[src/rv_core_pkg.sv]
`default_nettype none

package rv_core_pkg;

    localparam int xlen_w = 32;
    localparam logic [xlen_w-1:0] reset_pc = 32'h80000000;

    // major opcodes
    localparam logic [6:0] op_lui    = 7'b0110111;
    localparam logic [6:0] op_auipc  = 7'b0010111;
    localparam logic [6:0] op_jal    = 7'b1101111;
    localparam logic [6:0] op_jalr   = 7'b1100111;
    localparam logic [6:0] op_imm    = 7'b0010011;
    localparam logic [6:0] op_reg    = 7'b0110011;
    localparam logic [6:0] op_load   = 7'b0000011;
    localparam logic [6:0] op_store  = 7'b0100011;
    localparam logic [6:0] op_system = 7'b1110011;

    localparam logic [2:0] f3_add    = 3'b000;
    localparam logic [2:0] f3_word   = 3'b010;
    localparam logic [2:0] f3_byte_u = 3'b100;

    localparam logic [31:0] ebreak_word = 32'h00100073;

    typedef struct packed {
        logic [6:0] funct7;
        logic [4:0] rs2;
        logic [4:0] rs1;
        logic [2:0] funct3;
        logic [4:0] rd;
        logic [6:0] opcode;
    } r_fmt_t;

    typedef struct packed {
        logic [11:0] imm;
        logic [4:0]  rs1;
        logic [2:0]  funct3;
        logic [4:0]  rd;
        logic [6:0]  opcode;
    } i_fmt_t;

    typedef struct packed {
        logic [6:0] imm_11_5;
        logic [4:0] rs2;
        logic [4:0] rs1;
        logic [2:0] funct3;
        logic [4:0] imm_4_0;
        logic [6:0] opcode;
    } s_fmt_t;

    typedef struct packed {
        logic [19:0] imm_31_12;
        logic [4:0]  rd;
        logic [6:0]  opcode;
    } u_fmt_t;

    // j immediate is scrambled across the upper bits
    typedef struct packed {
        logic       imm_20;
        logic [9:0] imm_10_1;
        logic       imm_11;
        logic [7:0] imm_19_12;
        logic [4:0] rd;
        logic [6:0] opcode;
    } j_fmt_t;

    typedef union packed {
        r_fmt_t r_fmt;
        i_fmt_t i_fmt;
        s_fmt_t s_fmt;
        u_fmt_t u_fmt;
        j_fmt_t j_fmt;
    } inst_u;

    typedef enum logic [3:0] {
        exec_nop,
        exec_lui,
        exec_auipc,
        exec_jal,
        exec_jalr,
        exec_addi,
        exec_add,
        exec_lw,
        exec_lbu,
        exec_sw
    } exec_op_e;

endpackage

`default_nettype wire

[src/exec_ctrl_if.sv]
`default_nettype none

// decoded control, one instruction per cycle
interface exec_ctrl_if
    import rv_core_pkg::*;
();

    exec_op_e          op;
    logic [4:0]        rs1;
    logic [4:0]        rs2;
    logic [4:0]        rd;
    logic [xlen_w-1:0] imm;
    logic              reg_wen;

    modport decode (
        output op,
        output rs1,
        output rs2,
        output rd,
        output imm,
        output reg_wen
    );

    modport exec (
        input op,
        input imm
    );

    modport lsu (
        input op
    );

endinterface

`default_nettype wire

[src/fetch_unit.sv]
`default_nettype none

module fetch_unit
    import rv_core_pkg::*;
(
    input  logic              clk,
    input  logic              reset,
    input  logic              take_jump,
    input  logic [xlen_w-1:0] jump_target,
    input  logic              is_ebreak,
    output logic [xlen_w-1:0] pc,
    output logic              active,
    output logic              halted
);

    logic [xlen_w-1:0] next_pc;

    // sequential flow unless a jump is taken
    always_comb begin
        if (take_jump) begin
            next_pc = jump_target;
        end else begin
            next_pc = pc + 32'd4;
        end
    end

    always_ff @(posedge clk) begin
        if (reset) begin
            pc     <= reset_pc;
            halted <= 1'b0;
        end else if (!halted) begin
            // pc stays on the ebreak itself
            if (is_ebreak) begin
                halted <= 1'b1;
            end else begin
                pc <= next_pc;
            end
        end
    end

    // nothing commits while in reset or after ebreak
    assign active = !reset && !halted;

endmodule

`default_nettype wire

[src/inst_decoder.sv]
`default_nettype none

module inst_decoder
    import rv_core_pkg::*;
(
    input  logic [xlen_w-1:0] inst,
    input  logic              active,
    exec_ctrl_if.decode       ctrl,
    output logic              take_jump,
    output logic              is_ebreak
);

    inst_u             word;
    logic [6:0]        opcode;
    logic [2:0]        funct3;
    logic              is_r;
    logic              is_i;
    logic              is_s;
    logic              is_u;
    logic              is_j;
    logic [xlen_w-1:0] imm;
    exec_op_e          dec_op;
    logic              writes_rd;

    assign word   = inst;
    assign opcode = word.r_fmt.opcode;
    assign funct3 = word.i_fmt.funct3;

    // format class from the opcode alone
    always_comb begin
        is_r = 1'b0;
        is_i = 1'b0;
        is_s = 1'b0;
        is_u = 1'b0;
        is_j = 1'b0;
        case (opcode)
            op_imm, op_load, op_jalr, op_system: is_i = 1'b1;
            op_reg:                              is_r = 1'b1;
            op_store:                            is_s = 1'b1;
            op_lui, op_auipc:                    is_u = 1'b1;
            op_jal:                              is_j = 1'b1;
            default:                             is_r = 1'b0;
        endcase
    end

    // sign-extended immediate of the matching format
    always_comb begin
        imm = '0;
        if (is_i) begin
            imm = {{20{word.i_fmt.imm[11]}}, word.i_fmt.imm};
        end else if (is_s) begin
            imm = {{20{word.s_fmt.imm_11_5[6]}}, word.s_fmt.imm_11_5, word.s_fmt.imm_4_0};
        end else if (is_u) begin
            imm = {word.u_fmt.imm_31_12, 12'd0};
        end else if (is_j) begin
            imm = {{11{word.j_fmt.imm_20}}, word.j_fmt.imm_20, word.j_fmt.imm_19_12,
                   word.j_fmt.imm_11, word.j_fmt.imm_10_1, 1'b0};
        end
    end

    // anything outside the subset falls through as nop
    always_comb begin
        dec_op = exec_nop;
        case (opcode)
            op_lui:   dec_op = exec_lui;
            op_auipc: dec_op = exec_auipc;
            op_jal:   dec_op = exec_jal;
            op_jalr:  if (funct3 == f3_add) dec_op = exec_jalr;
            op_imm:   if (funct3 == f3_add) dec_op = exec_addi;
            op_reg: begin
                if (funct3 == f3_add && word.r_fmt.funct7 == 7'd0) begin
                    dec_op = exec_add;
                end
            end
            op_load: begin
                if (funct3 == f3_word) begin
                    dec_op = exec_lw;
                end else if (funct3 == f3_byte_u) begin
                    dec_op = exec_lbu;
                end
            end
            op_store: if (funct3 == f3_word) dec_op = exec_sw;
            default:  dec_op = exec_nop;
        endcase
    end

    assign writes_rd = (dec_op != exec_nop) && (dec_op != exec_sw);

    // x0 writes never reach the register file
    assign ctrl.op      = active ? dec_op : exec_nop;
    assign ctrl.reg_wen = active && writes_rd && (word.r_fmt.rd != 5'd0);
    assign ctrl.rd      = active ? word.r_fmt.rd : 5'd0;
    assign ctrl.rs1     = (active && !is_u && !is_j) ? word.r_fmt.rs1 : 5'd0;
    assign ctrl.rs2     = (active && (is_r || is_s)) ? word.r_fmt.rs2 : 5'd0;
    assign ctrl.imm     = active ? imm : '0;

    assign take_jump = active && (dec_op == exec_jal || dec_op == exec_jalr);
    assign is_ebreak = active && (inst == ebreak_word);

endmodule

`default_nettype wire

[src/register_file.sv]
`default_nettype none

module register_file
    import rv_core_pkg::*;
(
    input  logic              clk,
    input  logic              wen,
    input  logic [4:0]        waddr,
    input  logic [4:0]        raddr1,
    input  logic [4:0]        raddr2,
    input  logic [xlen_w-1:0] wdata,
    output logic [xlen_w-1:0] rdata1,
    output logic [xlen_w-1:0] rdata2
);

    logic [xlen_w-1:0] regs [32];

    always_ff @(posedge clk) begin
        if (wen && waddr != 5'd0) begin
            regs[waddr] <= wdata;
        end
    end

    // x0 is never stored, so force zero on read
    assign rdata1 = (raddr1 == 5'd0) ? '0 : regs[raddr1];
    assign rdata2 = (raddr2 == 5'd0) ? '0 : regs[raddr2];

endmodule

`default_nettype wire

[src/exec_alu.sv]
`default_nettype none

module exec_alu
    import rv_core_pkg::*;
(
    exec_ctrl_if.exec         ctrl,
    input  logic [xlen_w-1:0] pc,
    input  logic [xlen_w-1:0] src1,
    input  logic [xlen_w-1:0] src2,
    output logic [xlen_w-1:0] alu_result,
    output logic [xlen_w-1:0] jump_target
);

    logic [xlen_w-1:0] pc_plus_imm;
    logic [xlen_w-1:0] src1_plus_imm;
    logic [xlen_w-1:0] link;

    assign pc_plus_imm   = pc + ctrl.imm;
    assign src1_plus_imm = src1 + ctrl.imm;
    assign link          = pc + 32'd4;

    always_comb begin
        case (ctrl.op)
            exec_lui:   alu_result = ctrl.imm;
            exec_auipc: alu_result = pc_plus_imm;
            exec_jal,
            exec_jalr:  alu_result = link;
            exec_addi:  alu_result = src1_plus_imm;
            exec_add:   alu_result = src1 + src2;
            // effective address for memory ops
            exec_lw,
            exec_lbu,
            exec_sw:    alu_result = src1_plus_imm;
            default:    alu_result = '0;
        endcase
    end

    // jalr drops bit 0 of the sum
    assign jump_target = (ctrl.op == exec_jal) ? pc_plus_imm
                                               : {src1_plus_imm[xlen_w-1:1], 1'b0};

endmodule

`default_nettype wire

[src/load_store_unit.sv]
`default_nettype none

module load_store_unit
    import rv_core_pkg::*;
(
    exec_ctrl_if.lsu          ctrl,
    input  logic [xlen_w-1:0] alu_result,
    input  logic [xlen_w-1:0] store_data,
    output logic [xlen_w-1:0] dmem_addr,
    output logic [xlen_w-1:0] dmem_wdata,
    output logic              dmem_wen,
    output logic              dmem_ren,
    input  logic [xlen_w-1:0] dmem_rdata,
    output logic [xlen_w-1:0] wb_data
);

    logic [7:0] load_byte;

    // memory is word addressed, byte lane picked here
    assign dmem_addr  = {alu_result[xlen_w-1:2], 2'b00};
    assign dmem_wdata = store_data;
    assign dmem_wen   = (ctrl.op == exec_sw);
    assign dmem_ren   = (ctrl.op == exec_lw) || (ctrl.op == exec_lbu);

    always_comb begin
        case (alu_result[1:0])
            2'd0:    load_byte = dmem_rdata[7:0];
            2'd1:    load_byte = dmem_rdata[15:8];
            2'd2:    load_byte = dmem_rdata[23:16];
            default: load_byte = dmem_rdata[31:24];
        endcase
    end

    always_comb begin
        case (ctrl.op)
            exec_lw:  wb_data = dmem_rdata;
            exec_lbu: wb_data = {24'd0, load_byte};
            default:  wb_data = alu_result;
        endcase
    end

endmodule

`default_nettype wire

[src/rv_core_top.sv]
`default_nettype none

module rv_core_top
    import rv_core_pkg::*;
(
    input  logic              clk,
    input  logic              reset,

    // instruction port, combinational read
    output logic [xlen_w-1:0] imem_addr,
    input  logic [xlen_w-1:0] imem_data,

    // data port
    output logic [xlen_w-1:0] dmem_addr,
    output logic [xlen_w-1:0] dmem_wdata,
    output logic              dmem_wen,
    output logic              dmem_ren,
    input  logic [xlen_w-1:0] dmem_rdata,

    output logic [xlen_w-1:0] pc,
    output logic              halted,

    // register write of the retiring instruction
    output logic              retire_valid,
    output logic [4:0]        retire_rd,
    output logic [xlen_w-1:0] retire_data
);

    logic              active;
    logic              take_jump;
    logic              is_ebreak;
    logic [xlen_w-1:0] jump_target;
    logic [xlen_w-1:0] src1;
    logic [xlen_w-1:0] src2;
    logic [xlen_w-1:0] alu_result;
    logic [xlen_w-1:0] wb_data;

    exec_ctrl_if ctrl ();

    fetch_unit u_fetch (
        .clk         (clk),
        .reset       (reset),
        .take_jump   (take_jump),
        .jump_target (jump_target),
        .is_ebreak   (is_ebreak),
        .pc          (pc),
        .active      (active),
        .halted      (halted)
    );

    inst_decoder u_decoder (
        .inst      (imem_data),
        .active    (active),
        .ctrl      (ctrl.decode),
        .take_jump (take_jump),
        .is_ebreak (is_ebreak)
    );

    register_file u_regfile (
        .clk    (clk),
        .wen    (ctrl.reg_wen),
        .waddr  (ctrl.rd),
        .raddr1 (ctrl.rs1),
        .raddr2 (ctrl.rs2),
        .wdata  (wb_data),
        .rdata1 (src1),
        .rdata2 (src2)
    );

    exec_alu u_alu (
        .ctrl        (ctrl.exec),
        .pc          (pc),
        .src1        (src1),
        .src2        (src2),
        .alu_result  (alu_result),
        .jump_target (jump_target)
    );

    load_store_unit u_lsu (
        .ctrl       (ctrl.lsu),
        .alu_result (alu_result),
        .store_data (src2),
        .dmem_addr  (dmem_addr),
        .dmem_wdata (dmem_wdata),
        .dmem_wen   (dmem_wen),
        .dmem_ren   (dmem_ren),
        .dmem_rdata (dmem_rdata),
        .wb_data    (wb_data)
    );

    assign imem_addr    = pc;
    assign retire_valid = active && ctrl.reg_wen;
    assign retire_rd    = ctrl.rd;
    assign retire_data  = wb_data;

endmodule

`default_nettype wire

[config.mk]
export PLATFORM = sky130hd
export DESIGN_NAME = rv_core_top
export DESIGN_NICKNAME = d
export VERILOG_FILES = /design/src/rv_core_pkg.sv /design/src/exec_ctrl_if.sv /design/src/fetch_unit.sv /design/src/inst_decoder.sv /design/src/register_file.sv /design/src/exec_alu.sv /design/src/load_store_unit.sv /design/src/rv_core_top.sv
export SDC_FILE = /design/constraint.sdc
export NUM_CORES = 2
export LEC_CHECK = 0
export ABC_AREA = 0
export BUFFER_PORTS_ARGS = -buffer_cell sky130_fd_sc_hd__buf_2
export CAP_MARGIN = 20
export CORE_MARGIN = 8
export CORE_UTILIZATION = 45
export CTS_CLUSTER_SIZE = 28
export DETAILED_ROUTE_END_ITERATION = 7
export PLACE_DENSITY_LB_ADDON = 0.3
export SYNTH_ARGS = -nofsm -noshare
export SYNTH_HDL_FRONTEND = slang
export SYNTH_HIERARCHICAL = 1
export SYNTH_SLANG_ARGS = --single-unit
[constraint.sdc]
create_clock -name clk -period 12.5 [get_ports clk]
set_clock_uncertainty 0.2 [all_clocks]
set_input_delay 2.5 -clock clk [delete_from_list [all_inputs] [get_ports clk]]
set_output_delay 2.5 -clock clk [all_outputs]
set_load 0.02 [all_outputs]
==> results.sh <==
export IMPL_fmax_mhz=82.9
export IMPL_dpl_hpwl_um=144000
export IMPL_rows=133
export IMPL_nNetsFinal=4563
export IMPL_grt_pass1_wl_um=311000
export IMPL_place_gp_congestion=0.965
export IMPL_ys_top_cells_by_area="edfxtp_1, mux4_2, mux2i_1"
export IMPL_power_density_mw_per_mm2=114
export IMPL_drtAntennaViolNets=0
export IMPL_cts_sinks=1057
export IMPL_ys_ff_latch=1057
export IMPL_grt_setup_unrepaired="false"
export IMPL_cts_resized=0
export IMPL_grt_max_degree=85
export IMPL_die_area_sq_mm=0.143
export IMPL_worst_slack_ns=0.430
export IMPL_cp_start_kind="input pin"
export IMPL_syn_to_final_growth_pct=12.3
export IMPL_dpl_cell_area_sq_mm=0.0629
export IMPL_maxCapViolations=0
export IMPL_clk_insertion_delay_late_ns=0.72
export IMPL_yosysTopAreaCellShare=0.520
export IMPL_via_per_inst=6.99
export IMPL_cp_max_fo=21
export IMPL_maxSlewViolCount=0
export IMPL_synth_distinct_cells=105
export IMPL_required_ns=9.80
export IMPL_tightest_slew_ns=1.28
export IMPL_synth_cells=4176
export IMPL_h_tree_depth=3
export IMPL_path_delay_family="compound AO/OA/AOI/OAI gates"
export IMPL_drtIter0Drc=6369
export IMPL_crit_path_max_incr_delay_ns=0.53
export IMPL_final_area_sq_mm=0.0665
export IMPL_hp_class="reg2reg"
export IMPL_initial_core_util=0.452
export IMPL_holdWs_ns=0.374
export IMPL_clock_path_buffers=3
export IMPL_crit_top_cell="buf_4"
export IMPL_die_y_um=379
export IMPL_min_period_ns=12.07
export IMPL_power_mw=7.59
export IMPL_crit_path_end_kind="primary output"
export IMPL_syn_area_sq_mm=0.0592
export IMPL_total_leakage_power_nw=24.5
export IMPL_final_util=0.507
export IMPL_wl_per_cell_um=35.8
export IMPL_vdd_drop_max_mv=0.113
export IMPL_synth_flop_cell="edfxtp_1"
export IMPL_cp_num_buf_inv=9
export IMPL_setup_violations=0
export IMPL_ys_warn_count=6
export IMPL_drc=0
export IMPL_ys_seq_area_frac=0.531
export IMPL_grt_pass1_vias=41800
export IMPL_yosys_area_top_type="edfxtp_1"
export IMPL_cts_tree="built"
export IMPL_cts_root_buffer="clkbuf_16"
export IMPL_critPathKind="in2out"
export IMPL_first_pass_iters=8
export IMPL_wl_um=224000
export IMPL_die_w_um=379
export IMPL_drive_gt1_frac=0.261
export IMPL_numPortBuffers=232
export IMPL_slew_headroom=0.140
export IMPL_antenna_found_initial=11
export IMPL_place_inst=6043
export IMPL_finalNonFillerCells=6247
export IMPL_synth_edf_count=1024
export IMPL_cts_hold_buf=0
export IMPL_dp_slack_ns=0.668
export IMPL_run_status="complete, no violations"
export IMPL_post_route_period_util=0.966
export IMPL_post_cts_buffers=0
export IMPL_hold_viol_final=0
export IMPL_grt_ovfl_total=0
export IMPL_coreArea_sq_mm=0.131
export IMPL_fin_tns_setup_ns=0
export IMPL_num_vias=43700
export IMPL_clk_pin_slew_worst_paths_ns=0.06
export IMPL_syn_area_per_cell_sq_um=14.2
export IMPL_ios=235
export IMPL_synthArstFlopShare=0
export IMPL_cts_inserted_buffers=108
export IMPL_grt_use_total=0.301
export IMPL_crit_slowest_cell="mux4_2"
export IMPL_arrival_ns=9.37
## final timing paths
path | slack (ns) | startpoint | depth (start not counted) | to
max | 0.43 | reset | 26 | retire_data[28]
min | 0.37 | u_fetch/pc[0] | 2 | u_fetch/pc[0]
max reg2reg | 4.81 | u_fetch/halted | 25 | u_regfile/regs[0][28]
min reg2reg | 0.37 | u_fetch/pc[0] | 2 | u_fetch/pc[0]
## cells in the final DEF (no fill, tap or decap), types with 24 or more instances in the layout
master	instances
o221ai_1	83
buf_12	24
a311oi_1	31
mux2_2	67
nand3_1	68
nor2b_1	42
mux4_2	324
mux2i_1	330
and3_1	28
a21oi_1	158
clkinv_1	29
nor2_1	103
a22oi_1	75
clkbuf_1	26
clkbuf_16	108
nor2_4	33
a211oi_1	79
edfxtp_1	1024
inv_1	30
buf_4	229
xnor2_1	53
mux4_1	36
dfxtp_1	33
ha_1	95
nand4_1	60
o21ai_0	159
a22o_1	28
nand2_1	234
a221oi_1	45
buf_2	232
conb_1	34
nor3_1	41
a21o_1	47
xor2_1	54
## worst min-delay path: stages, from the launching register on
cell and delay (ns):
dfxtp_1 0.38, nand2_1 0.09, a21oi_1 0.06
## state kept, by name (all words and copies together) (netlist names)
name and count:
u_fetch/halted 1, u_fetch/pc 32, u_regfile/regs 1024
## per-layer routing
metal / part of all wire / vias to the layer above / global-route usage
met2: 0.45 / 3318 / 0.469
met1: 0.36 / 22100 / 0.387
met5: 0.00013 / - / 0
met4: 0.065 / 4 / 0.163
li1: - / 17500 / -
met3: 0.12 / 707 / 0.0758
## final cells by class
cell class                 count  area [sq um]
clock inverter                63           686
inverter                      33           125
clock buffer                 134          2800
tap                         1755          2200
antenna                        6          15.0
timing repair buffer         486          3370
fill                       11000         64500
sequential                  1057         31400
multi-input combinational   2713         25900
## cell usage after synthesis, drive strengths merged, types with 85 or more instances
| cell | n |
|---|---|
| a211oi | 93 |
| nor2 | 142 |
| a21oi | 167 |
| mux2i | 330 |
| buf | 235 |
| o221ai | 85 |
| nand2 | 234 |
| clkbuf | 170 |
| o21ai | 174 |
| mux4 | 360 |
| ha | 95 |
| edfxtp | 1024 |
## power breakdown
group	internal, mW	total (mW)	switching (mW)
Sequential	3.83	3.84	0.00850
Clock	1.84	3.22	1.39
Combinational	0.174	0.521	0.347
## cells by family after synthesis
group / share of synthesized area
AO/OA/AOI/OAI: 0.116
XOR/XNOR: 0.0158
adder cells (fa/ha/maj): 0.0211
buffers and inverters: 0.0408
flip-flops: 0.531
multiplexers: 0.208
other: 0.000127
AND/OR/NAND/NOR: 0.0680
Note: power is estimated with default switching activity, not from simulation.
